File: config.mk
export PLATFORM = sky130hd
export DESIGN_NAME = sim_host_top
export DESIGN_NICKNAME = d
export VERILOG_FILES = /design/src/verilog/host_pkg.sv /design/src/verilog/io_fifo.sv /design/src/verilog/host_cmd_fsm.sv /design/src/verilog/host_enable_regs.sv /design/src/verilog/heartbeat_watchdog.sv /design/src/verilog/sim_host_top.sv
export SDC_FILE = /design/constraint.sdc
export NUM_CORES = 1
export LEC_CHECK = 0
export ABC_AREA = 1
export BUFFER_PORTS_ARGS = -buffer_cell sky130_fd_sc_hd__buf_4
export CAP_MARGIN = 40
export CORE_ASPECT_RATIO = 1.25
export CORE_MARGIN = 4
export CORE_UTILIZATION = 35
export DETAILED_ROUTE_END_ITERATION = 10
export PLACE_DENSITY = 0.61
export SLEW_MARGIN = 20
export SYNTH_ARGS = -nofsm -noshare
export SYNTH_HDL_FRONTEND = slang
export SYNTH_SLANG_ARGS = --single-unit
File: constraint.sdc
create_clock -name clk_i -period 3.55 [get_ports clk_i]
set_input_delay 0.1775 -clock clk_i [delete_from_list [all_inputs] [get_ports clk_i]]
set_output_delay 0.1775 -clock clk_i [all_outputs]
set_load 0.02 [all_outputs]
File: src/verilog/host_pkg.sv
// Host I/O widths, register address map, enable bit indices, command and response structs
package host_pkg;

  // Command and response field widths
  localparam int io_addr_width = 16;
  localparam int io_data_width = 64;

  // Positions of the trace and profile enables in the enable register
  typedef enum int
  {
    e_en_icache    = 0,
    e_en_dcache    = 1,
    e_en_lce       = 2,
    e_en_cce       = 3,
    e_en_dram      = 4,
    e_en_vm        = 5,
    e_en_cmt       = 6,
    e_en_core_prof = 7,
    e_en_pc_prof   = 8,
    e_en_br_prof   = 9,
    e_en_cosim     = 10
  } host_enable_e;

  localparam int num_enables = 11;

  // Register address map
  localparam logic [io_addr_width-1:0] enable_addr    = 16'h0000;
  localparam logic [io_addr_width-1:0] finish_addr    = 16'h0008;
  localparam logic [io_addr_width-1:0] heartbeat_addr = 16'h0010;
  localparam logic [io_addr_width-1:0] putchar_addr   = 16'h0018;

  // One command from the core, 81 bits
  typedef struct packed
  {
    logic                     we;
    logic [io_addr_width-1:0] addr;
    logic [io_data_width-1:0] data;
  } host_cmd_s;

  // One response to the core, 80 bits
  typedef struct packed
  {
    logic [io_addr_width-1:0] addr;
    logic [io_data_width-1:0] data;
  } host_resp_s;

endpackage

File: src/verilog/io_fifo.sv
// Small circular-buffer FIFO with a type-parameterized payload
module io_fifo
  #(parameter type payload_t = logic
    , parameter int depth_p = 2
    )
  (input  logic     clk_i
   , input  logic     arst_n_i
   , input  logic     v_i
   , input  payload_t data_i
   , output logic     ready_o
   , output logic     v_o
   , output payload_t data_o
   , input  logic     yumi_i
   );

  localparam int ptr_width_lp = (depth_p > 1) ? $clog2(depth_p) : 1;
  localparam int cnt_width_lp = $clog2(depth_p + 1);

  payload_t mem_r [depth_p];

  logic [ptr_width_lp-1:0] rptr_r, wptr_r;
  logic [cnt_width_lp-1:0] count_r;
  logic push, pop, full;

  assign full    = (count_r == cnt_width_lp'(depth_p));
  assign v_o     = (count_r != '0);
  // A pop frees the head slot, so a full FIFO still takes a push
  assign ready_o = ~full | yumi_i;
  assign push    = v_i & ready_o;
  assign pop     = yumi_i & v_o;
  assign data_o  = mem_r[rptr_r];

  always_ff @(posedge clk_i)
  begin
    if (push)
    begin
      mem_r[wptr_r] <= data_i;
    end
  end

  always_ff @(posedge clk_i or negedge arst_n_i)
  begin
    if (!arst_n_i)
    begin
      rptr_r  <= '0;
      wptr_r  <= '0;
      count_r <= '0;
    end
    else
    begin
      if (push)
      begin
        wptr_r <= (wptr_r == ptr_width_lp'(depth_p - 1)) ? '0 : wptr_r + 1'b1;
      end
      if (pop)
      begin
        rptr_r <= (rptr_r == ptr_width_lp'(depth_p - 1)) ? '0 : rptr_r + 1'b1;
      end
      count_r <= count_r + cnt_width_lp'(push) - cnt_width_lp'(pop);
    end
  end

endmodule

File: src/verilog/host_cmd_fsm.sv
// Command decode FSM: pops commands, drives register strobes, pushes responses
module host_cmd_fsm
  import host_pkg::*;
  (input  logic                     clk_i
   , input  logic                     arst_n_i

   // Command FIFO side, valid/yumi
   , input  logic                     cmd_v_i
   , input  host_cmd_s                cmd_i
   , output logic                     cmd_yumi_o

   // Response FIFO side, valid/ready
   , input  logic                     resp_ready_i
   , output logic                     resp_v_o
   , output host_resp_s               resp_o

   // Register block
   , output logic [io_addr_width-1:0] reg_addr_o
   , output logic [io_data_width-1:0] reg_wdata_o
   , output logic                     reg_we_o
   , input  logic [io_data_width-1:0] reg_rdata_i
   );

  typedef enum logic
  {
    e_decode,
    e_respond
  } state_e;

  state_e state_r, state_n;
  host_resp_s resp_r;
  logic decode_fire;

  // A command is consumed only while no response is pending
  assign decode_fire = (state_r == e_decode) & cmd_v_i;

  assign cmd_yumi_o  = decode_fire;
  assign reg_addr_o  = cmd_i.addr;
  assign reg_wdata_o = cmd_i.data;
  assign reg_we_o    = decode_fire & cmd_i.we;

  assign resp_v_o = (state_r == e_respond);
  assign resp_o   = resp_r;

  always_comb
  begin
    state_n = state_r;
    case (state_r)
      e_decode:
      begin
        if (cmd_v_i)
        begin
          state_n = e_respond;
        end
      end
      e_respond:
      begin
        // Hold the response until the FIFO takes it
        if (resp_ready_i)
        begin
          state_n = e_decode;
        end
      end
      default:
      begin
        state_n = e_decode;
      end
    endcase
  end

  always_ff @(posedge clk_i or negedge arst_n_i)
  begin
    if (!arst_n_i)
    begin
      state_r <= e_decode;
    end
    else
    begin
      state_r <= state_n;
    end
  end

  // Read data is sampled in the decode cycle, before any write lands
  always_ff @(posedge clk_i)
  begin
    if (decode_fire)
    begin
      resp_r.addr <= cmd_i.addr;
      resp_r.data <= reg_rdata_i;
    end
  end

endmodule

File: src/verilog/host_enable_regs.sv
// Enable, finish, putchar and heartbeat registers with address decode and read mux
module host_enable_regs
  import host_pkg::*;
  (input  logic                     clk_i
   , input  logic                     arst_n_i
   , input  logic [io_addr_width-1:0] addr_i
   , input  logic [io_data_width-1:0] wdata_i
   , input  logic                     we_i
   , output logic [io_data_width-1:0] rdata_o
   , output logic [num_enables-1:0]   enable_o
   , output logic                     finish_o
   , output logic                     char_v_o
   , output logic [7:0]               char_o
   , output logic                     heartbeat_o
   );

  logic [num_enables-1:0] enable_r;
  logic finish_r, char_v_r, heartbeat_r;
  logic [7:0] char_r;

  always_comb
  begin
    case (addr_i)
      enable_addr:    rdata_o = io_data_width'(enable_r);
      finish_addr:    rdata_o = io_data_width'(finish_r);
      heartbeat_addr: rdata_o = '0;
      putchar_addr:   rdata_o = '0;
      default:        rdata_o = '1;
    endcase
  end

  always_ff @(posedge clk_i or negedge arst_n_i)
  begin
    if (!arst_n_i)
    begin
      enable_r    <= '0;
      finish_r    <= 1'b0;
      char_v_r    <= 1'b0;
      heartbeat_r <= 1'b0;
    end
    else
    begin
      // Strobes last one cycle
      char_v_r    <= we_i & (addr_i == putchar_addr);
      heartbeat_r <= we_i & (addr_i == heartbeat_addr);
      if (we_i && (addr_i == enable_addr))
      begin
        enable_r <= wdata_i[num_enables-1:0];
      end
      // Sticky until reset
      if (we_i && (addr_i == finish_addr) && wdata_i[0])
      begin
        finish_r <= 1'b1;
      end
    end
  end

  always_ff @(posedge clk_i)
  begin
    if (we_i && (addr_i == putchar_addr))
    begin
      char_r <= wdata_i[7:0];
    end
  end

  assign enable_o    = enable_r;
  assign finish_o    = finish_r;
  assign char_v_o    = char_v_r;
  assign char_o      = char_r;
  assign heartbeat_o = heartbeat_r;

endmodule

File: src/verilog/heartbeat_watchdog.sv
// No-progress watchdog: cycle counter cleared by heartbeats, sticky timeout flag
module heartbeat_watchdog
  #(parameter int timeout_cycles_p = 100000)
  (input  logic clk_i
   , input  logic arst_n_i
   , input  logic heartbeat_i
   , output logic timeout_o
   );

  localparam int cnt_width_lp = $clog2(timeout_cycles_p + 1);

  logic [cnt_width_lp-1:0] count_r;
  logic timeout_r;
  logic expired;

  assign expired = (count_r == cnt_width_lp'(timeout_cycles_p));

  always_ff @(posedge clk_i or negedge arst_n_i)
  begin
    if (!arst_n_i)
    begin
      count_r   <= '0;
      timeout_r <= 1'b0;
    end
    else
    begin
      if (heartbeat_i)
      begin
        count_r <= '0;
      end
      else if (!expired)
      begin
        count_r <= count_r + 1'b1;
      end
      // Once set, only reset clears it
      if (expired)
      begin
        timeout_r <= 1'b1;
      end
    end
  end

  assign timeout_o = timeout_r;

endmodule

File: src/verilog/sim_host_top.sv
// Host I/O top level: command and response FIFOs, decode FSM, registers, watchdog
module sim_host_top
  import host_pkg::*;
  #(parameter int timeout_cycles_p = 100000
    , parameter int fifo_depth_p = 2
    )
  (input  logic                     clk_i
   , input  logic                     arst_n_i

   // Commands from the core, valid/ready
   , input  logic                     io_cmd_v_i
   , input  logic                     io_cmd_we_i
   , input  logic [io_addr_width-1:0] io_cmd_addr_i
   , input  logic [io_data_width-1:0] io_cmd_data_i
   , output logic                     io_cmd_ready_o

   // Responses to the core, valid/yumi
   , output logic                     io_resp_v_o
   , output logic [io_addr_width-1:0] io_resp_addr_o
   , output logic [io_data_width-1:0] io_resp_data_o
   , input  logic                     io_resp_yumi_i

   , output logic [num_enables-1:0]   enable_o
   , output logic                     finish_o
   , output logic                     char_v_o
   , output logic [7:0]               char_o
   , output logic                     timeout_o
   );

  host_cmd_s  cmd_li, cmd_lo;
  host_resp_s resp_li, resp_lo;
  logic cmd_v_lo, cmd_yumi_li;
  logic resp_v_li, resp_ready_lo;

  logic [io_addr_width-1:0] reg_addr;
  logic [io_data_width-1:0] reg_wdata, reg_rdata;
  logic reg_we;
  logic heartbeat;

  assign cmd_li.we   = io_cmd_we_i;
  assign cmd_li.addr = io_cmd_addr_i;
  assign cmd_li.data = io_cmd_data_i;

  io_fifo
    #(.payload_t(host_cmd_s)
      , .depth_p(fifo_depth_p)
      )
    i_cmd_fifo
    (.clk_i(clk_i)
     , .arst_n_i(arst_n_i)
     , .v_i(io_cmd_v_i)
     , .data_i(cmd_li)
     , .ready_o(io_cmd_ready_o)
     , .v_o(cmd_v_lo)
     , .data_o(cmd_lo)
     , .yumi_i(cmd_yumi_li)
     );

  host_cmd_fsm i_cmd_fsm
    (.clk_i(clk_i)
     , .arst_n_i(arst_n_i)
     , .cmd_v_i(cmd_v_lo)
     , .cmd_i(cmd_lo)
     , .cmd_yumi_o(cmd_yumi_li)
     , .resp_ready_i(resp_ready_lo)
     , .resp_v_o(resp_v_li)
     , .resp_o(resp_li)
     , .reg_addr_o(reg_addr)
     , .reg_wdata_o(reg_wdata)
     , .reg_we_o(reg_we)
     , .reg_rdata_i(reg_rdata)
     );

  io_fifo
    #(.payload_t(host_resp_s)
      , .depth_p(fifo_depth_p)
      )
    i_resp_fifo
    (.clk_i(clk_i)
     , .arst_n_i(arst_n_i)
     , .v_i(resp_v_li)
     , .data_i(resp_li)
     , .ready_o(resp_ready_lo)
     , .v_o(io_resp_v_o)
     , .data_o(resp_lo)
     , .yumi_i(io_resp_yumi_i)
     );

  assign io_resp_addr_o = resp_lo.addr;
  assign io_resp_data_o = resp_lo.data;

  host_enable_regs i_regs
    (.clk_i(clk_i)
     , .arst_n_i(arst_n_i)
     , .addr_i(reg_addr)
     , .wdata_i(reg_wdata)
     , .we_i(reg_we)
     , .rdata_o(reg_rdata)
     , .enable_o(enable_o)
     , .finish_o(finish_o)
     , .char_v_o(char_v_o)
     , .char_o(char_o)
     , .heartbeat_o(heartbeat)
     );

  heartbeat_watchdog
    #(.timeout_cycles_p(timeout_cycles_p))
    i_watchdog
    (.clk_i(clk_i)
     , .arst_n_i(arst_n_i)
     , .heartbeat_i(heartbeat)
     , .timeout_o(timeout_o)
     );

endmodule

==> results of run 1 <==
-- layout by cell type (no fill, tap or decap), drive strengths merged --
| master | instances |
|---|---|
| nand3 | 24 |
| a21oi | 8 |
| a31oi | 2 |
| nand2 | 272 |
| buf | 145 |
| nor3b | 1 |
| bufinv | 1 |
| nor4 | 1 |
| xor2 | 9 |
| o21ai | 13 |
| nor2 | 44 |
| mux2i | 1 |
| xnor2 | 2 |
| nand4 | 5 |
| dfrtp | 41 |
| dlygate4sd3 | 29 |
| clkbuf | 17 |
| inv | 73 |
| edfxtp | 148 |
| nor3 | 10 |
| ha | 6 |
| clkinv | 6 |
| clkinvlp | 3 |
-- worst max-delay path, cell delays in order (launching register included) --
cell,delay [ns]
dfrtp_1,0.39
inv_2,0.42
nand2_1,0.10
nand2_1,0.13
nand2_1,0.10
nor2_2,0.14
nand3_1,0.14
nor2_2,0.48
nand3_1,0.20
-- registers in the layout, summed over array words and instances, names as in the netlist, 2 cells and up --
register	cells
i_cmd_fifo.mem_r	56
i_resp_fifo.mem_r	56
i_cmd_fsm.resp_o	28
i_watchdog.count_r	17
i_regs.enable_o	11
i_regs.char_o	8
i_cmd_fifo.count_r	2
i_resp_fifo.count_r	2
-- routing by layer --
layer	vias to the layer above	wire length (um)	track usage
li1	2540	-	-
met2	140	7560	0.213
met5	-	0	0
met4	0	236	0.0448
met3	12	1120	0.0289
met1	2344	6570	0.153
-- what timing repair did --
action                                 in CTS  in global routing
gates resized for setup                     0                  0
hold buffers                               29                  0
endpoints found under the hold margin      97                  0
-- cell type report --
cell class | count | area, um2 | area share
Sequential cell | 189 | 5470 | 0.561
Clock inverter | 15 | 139 | 0.0142
Inverter | 68 | 255 | 0.0262
Timing Repair Buffer | 174 | 1380 | 0.141
Tap cell | 283 | 354 | 0.0363
Multi-Input combinational cell | 398 | 1730 | 0.178
Clock buffer | 17 | 425 | 0.0436
-- logic make-up (layout without fill, tap and decap cells) --
family / after synthesis / after routing / synth area share
flip-flops: 189 / 189 / 0.686
buffers and inverters: 141 / 274 / 0.0982
XOR/XNOR: 11 / 11 / 0.0121
multiplexers: 1 / 1 / 0.00126
AND/OR/NAND/NOR: 357 / 357 / 0.178
AO/OA/AOI/OAI: 23 / 23 / 0.0147
adder cells (fa/ha/maj): 6 / 6 / 0.00941
-- stage by stage --
step / setup slack [ns] / util / total power [W] / cell area, um2 / instances
global route: 0.904 / 0.436 / 0.00871 / 9760 / 1144
floorplan: 1.05 / - / 0.00565 / 7970 / 728
global placement: 1.13 / 0.398 / 0.00640 / 8900 / 1083
detailed placement: 1.14 / 0.398 / 0.00648 / 8900 / 1083
finish: 1.15 / 0.436 / 0.00820 / 9760 / 1144
CTS: 1.12 / 0.436 / 0.00832 / 9760 / 1144
-- path summary, 6_finish.rpt --
check	from	end	cells past startpoint
max	i_cmd_fifo.rptr_r	i_cmd_fsm.resp_o[0]	8
min	io_resp_yumi_i	i_resp_fifo.rptr_r	3
max reg2reg	i_cmd_fifo.rptr_r	i_cmd_fsm.resp_o[0]	8
min reg2reg	i_cmd_fsm.resp_o[0]	i_resp_fifo.mem_r[0][0]	0
max in group asynchronous	arst_n_i	i_regs.finish_o	2
min in group asynchronous	arst_n_i	i_watchdog.timeout_o	2
-- where the power goes --
| part | total [W] | switching, W | internal [W] | leakage, nW |
|---|---|---|---|---|
| Combinational | 0.00309 | 0.00203 | 0.00106 | 2.08 |
| Sequential | 0.00329 | 0.000198 | 0.00310 | 1.81 |
| Clock | 0.00182 | 0.000836 | 0.000980 | 0.270 |
| Total | 0.00820 | 0.00306 | 0.00513 | 4.16 |
==> impl_metrics.py, run 1 <==
metrics = {
    "yosys": {
        "syn_area_um2": 7970,
        "ys.flop_type": "edfxtp_1",
        "yosysTopAreaCell": "edfxtp_1",
        "yosys_warnings": 0,
        "syn-num-nets": 819,
        "ys_seq_area_frac": 0.686,
        "synth_top_area_frac": 0.557,
        "synth_cells": 728,
        "async_flop_share": 0.217,
        "synth_most_common_cell": "nand2_1",
        "avgSynthCellArea_um2": 11.0,
        "ys_types": 27,
        "ys_top_cells_by_count": "nand2_1, edfxtp_1, inv_1, buf_4, dfrtp_1",
        "synth_edf_count": 148,
        "synth_top_cells_by_area": "edfxtp_1, dfrtp_1, nand2_1",
        "ys_seq_elements": 189,
    },
    "sta": {
        "setup_tns_ns": 0,
        "period_minus_slack_ns": 2.40,
        "report.final.hold_viol_count": 0,
        "slew_violations": 0,
        "clock.fmax_mhz": 416,
        "worst_pin_slew_ns": 0.703,
        "fin_crit_sh": 0.677,
        "holdWs_ns": 0.0980,
        "rsz0062_at_grt": "false",
        "slew_headroom": 0.531,
        "setup_viol": 0,
        "finClkSkew_ns": 0.0103,
    },
    "route": {
        "viasPerCell": 4.40,
        "wl_per_cell_um": 13.5,
        "drc": 0,
        "drt-total-wl_um": 15500,
        "firstDrtPassIters": 5,
        "vias": 5036,
        "first_iter_violations": 267,
        "postRouteAntennaNets": 0,
    },
    "clock_network": {
        "clkTransAtPathRegs_ns": 0.07,
        "numCtsBuffers": 17,
        "post-cts-setup-buffers": 0,
        "max-clock-path-buffers": 2,
        "cts_root_buf": "clkbuf_16",
        "h-tree-depth": 4,
        "cts_tree": "done",
        "clock_sinks": 189,
        "clock_latency_ns": 0.42,
    },
    "worst_setup_path": {
        "path_max_fanout": 31,
        "critPathKind": "reg2reg",
        "cp-end-kind": "flop",
        "cp.arrival_ns": 2.53,
        "cp.required_ns": 3.68,
        "r2r_slack_ns": 1.15,
        "startpoint_type": "flop",
    },
    "job": {
        "cap_viol_max_count": 0,
    },
    "grt": {
        "grt_first_pass_wirelength_um": 24700,
        "grt_pass1_vias": 4943,
        "grt_max_degree": 54,
        "antenna_found_initial": 0,
        "gr-total-overflow": 0,
        "track_usage": 0.124,
    },
    "floorplanning": {
        "rows": 61,
        "coreArea_um2": 22400,
        "start_util": 0.357,
        "die_y_um": 177,
        "dieWidth_um": 143,
        "die_area_um2": 25300,
        "ios": 189,
    },
    "final_layout": {
        "nets": 939,
        "area_growth_pct": 22.4,
        "drive_above_1_share": 0.221,
        "fillers": 2068,
        "antenna_cells": 0,
    },
    "pwr": {
        "p_per_area_nw_per_um2": 840,
        "p_leak_nw": 4.16,
        "peakVddDrop_v": 0.000596,
    },
    "worst_hold_path": {
        "hp-class": "in2reg",
    },
    "place": {
        "place_congestion": 0.845,
        "numPortBuffers": 135,
        "hpwlAfterDp_um": 10700,
    },
    "status": {
        "status": "finished clean",
    },
}
(Power assumes the default switching activity.)
==> inputs of run 2 (changes only) <==
--- a/config.mk
+++ b/config.mk
@@ -12,7 +12,7 @@
 export CORE_MARGIN = 4
 export CORE_UTILIZATION = 35
 export DETAILED_ROUTE_END_ITERATION = 10
-export PLACE_DENSITY = 0.61
+export PLACE_DENSITY = 0.63
 export SLEW_MARGIN = 20
 export SYNTH_ARGS = -nofsm -noshare
 export SYNTH_HDL_FRONTEND = slang
==> constraint.sdc (replaced) <==
create_clock -name clk_i -period 2.15 [get_ports clk_i]
set_input_delay 0.1075 -clock clk_i [delete_from_list [all_inputs] [get_ports clk_i]]
set_output_delay 0.1075 -clock clk_i [all_outputs]
set_load 0.02 [all_outputs]
==> impl_metrics.py, run 2 (synthesis gave the netlist of run 1 again) <==
metrics = {
    "status": {
        "status": "finished clean",
    },
    "place": {
        "place_congestion": 0.791,
        "numPortBuffers": 135,
        "hpwlAfterDp_um": 10400,
    },
    "pwr": {
        "peakVddDrop_v": 0.00108,
        "clock_power_share": 0.226,
        "power_switching_share": 0.375,
        "p_leak_nw": 4.22,
        "p_per_area_nw_per_um2": 1400,
        "power_frac_comb": 0.381,
        "internal_power_w": 0.00863,
        "p_seq_frac": 0.392,
        "p_switching_w": 0.00517,
    },
    "route": {
        "postRouteAntennaNets": 0,
        "drc": 0,
        "wl_per_cell_um": 13.1,
        "firstDrtPassIters": 7,
        "first_iter_violations": 212,
        "viasPerCell": 4.37,
        "vias": 5023,
        "drt-total-wl_um": 15100,
    },
    "sta": {
        "worst_pin_slew_ns": 0.536,
        "setup_tns_ns": 0,
        "rsz0062_at_grt": "false",
        "slew_violations": 0,
        "clock.fmax_mhz": 513,
        "finClkSkew_ns": 0.00750,
        "fin_crit_sh": 0.906,
        "setup_viol": 0,
        "period_minus_slack_ns": 1.95,
        "slew_headroom": 0.643,
        "report.final.hold_viol_count": 0,
        "holdWs_ns": 0.118,
    },
    "grt": {
        "grt_pass1_vias": 4755,
        "antenna_found_initial": 0,
        "track_usage": 0.122,
        "grt_first_pass_wirelength_um": 23800,
        "gr-total-overflow": 0,
        "grt_max_degree": 48,
    },
    "job": {
        "cap_viol_max_count": 0,
    },
    "floorplanning": {
        "die_y_um": 177,
        "dieWidth_um": 143,
        "start_util": 0.357,
        "rows": 61,
        "ios": 189,
        "coreArea_um2": 22400,
        "die_area_um2": 25300,
    },
    "final_layout": {
        "final_common_cell": "nand2_1",
        "final_cell_mix": "nand2_1, edfxtp_1, buf_4, inv_1, dfrtp_1",
        "antenna_cells": 0,
        "nets": 945,
        "drive_above_1_share": 0.231,
        "area_growth_pct": 24.0,
    },
    "worst_setup_path": {
        "startpoint_type": "flop",
        "cpMostUsedCell": "nand2_1",
        "cp.arrival_ns": 2.08,
        "slowest_delay_ns": 0.44,
        "reg2regPathDepth": 8,
        "cp_num_buf_inv": 2,
        "critPathKind": "reg2reg",
        "cp_slowest_cell": "dfrtp_1",
        "worstPathCellList": "buf_12 > nand2_1 > nand2_1 > nand2_1 > nor2_2 > nand3_1 > nor3_1 > buf_4",
        "cp.required_ns": 2.28,
        "r2r_slack_ns": 0.20,
        "cp_top_family": "simple AND/OR/NAND/NOR gates",
        "cp-end-kind": "flop",
        "rr_endpoint": "i_regs.char_o[7]",
        "path_max_fanout": 47,
        "r2r-start": "i_cmd_fifo.rptr_r",
    },
    "clock_network": {
        "clkTransAtPathRegs_ns": 0.07,
        "clock_latency_ns": 0.43,
        "clock_sinks": 189,
        "numCtsBuffers": 17,
        "h-tree-depth": 4,
        "max-clock-path-buffers": 2,
        "post-cts-setup-buffers": 0,
        "cts_root_buf": "clkbuf_16",
        "cts_tree": "done",
    },
    "worst_hold_path": {
        "hp-class": "in2reg",
        "min_path_cells": 4,
        "hold_end": "i_cmd_fifo.count_r[0]",
        "min_from": "io_cmd_v_i",
    },
}
==> run 2: how the worst max path moves through the flow <==
stage | startpoint | to | slack (ns) | cells past startpoint
after floorplan | i_cmd_fifo.rptr_r | i_regs.char_o[0] | 0.06 | 8
after global placement | i_cmd_fifo.rptr_r | i_regs.char_o[7] | 0.14 | 8
after CTS | i_resp_fifo.rptr_r | io_resp_data_o[14] | 0.07 | 5
after global routing | i_cmd_fifo.rptr_r | i_regs.char_o[4] | 0.02 | 8
after detailed placement | i_cmd_fifo.rptr_r | i_regs.enable_o[5] | 0.15 | 10
final | i_cmd_fifo.rptr_r | i_regs.char_o[7] | 0.20 | 8
==> run 2: worst reg2reg max path: cells and delay by family, from the launching register on <==
kind | cells | cell delay (ns)
flops | 1 | 0.44
simple gates | 6 | 0.73
buf+inv | 2 | 0.48
==> run 2: metal layers <==
metal | part of all wire | routed length [um] | global-route usage | up-vias
met3 | 0.074 | 1120 | 0.0303 | 16
met2 | 0.48 | 7220 | 0.205 | 142
met5 | 0 | 0 | 0 | -
li1 | - | - | - | 2551
met4 | 0.015 | 234 | 0.0479 | 0
met1 | 0.43 | 6530 | 0.150 | 2314
==> run 2: what timing repair did <==
action / in CTS / in global routing
gates resized for setup: 0 / 4
hold endpoints to repair: 98 / 0
setup endpoints to repair: 0 / 47
hold buffers: 30 / 0
==> run 2: layout make-up <==
type / instances / area (um2)
fillers: 2055 / 12500
flip-flops and latches: 189 / 5470
multi-input cells: 398 / 1740
repair buffers: 180 / 1460
clock buffers: 17 / 425
well taps: 283 / 354
inverters: 68 / 258
clock inverters: 15 / 171
==> run 2: per-stage QoR <==
step | util | worst slack, ns | instance area [um2] | total power, W | cells
3_5_place_dp | 0.402 | 0.153 | 8980 | 0.0108 | 1088
4_1_cts | 0.442 | 0.0684 | 9880 | 0.0140 | 1150
6_report | 0.442 | 0.201 | 9890 | 0.0138 | 1150
2_1_floorplan | - | 0.0622 | 7990 | 0.00930 | 728
5_1_grt | 0.442 | 0.0169 | 9890 | 0.0147 | 1150
3_3_place_gp | 0.402 | 0.141 | 8980 | 0.0107 | 1088
==> run 2: power groups by stage <==
stage	combinational, W	clock (W)	sequential [W]
2_1_floorplan	0.00390	0	0.00540
3_3_place_gp	0.00525	0	0.00547
3_5_place_dp	0.00533	0	0.00549
4_1_cts	0.00538	0.00319	0.00542
5_1_grt	0.00580	0.00336	0.00550
6_report	0.00526	0.00312	0.00542
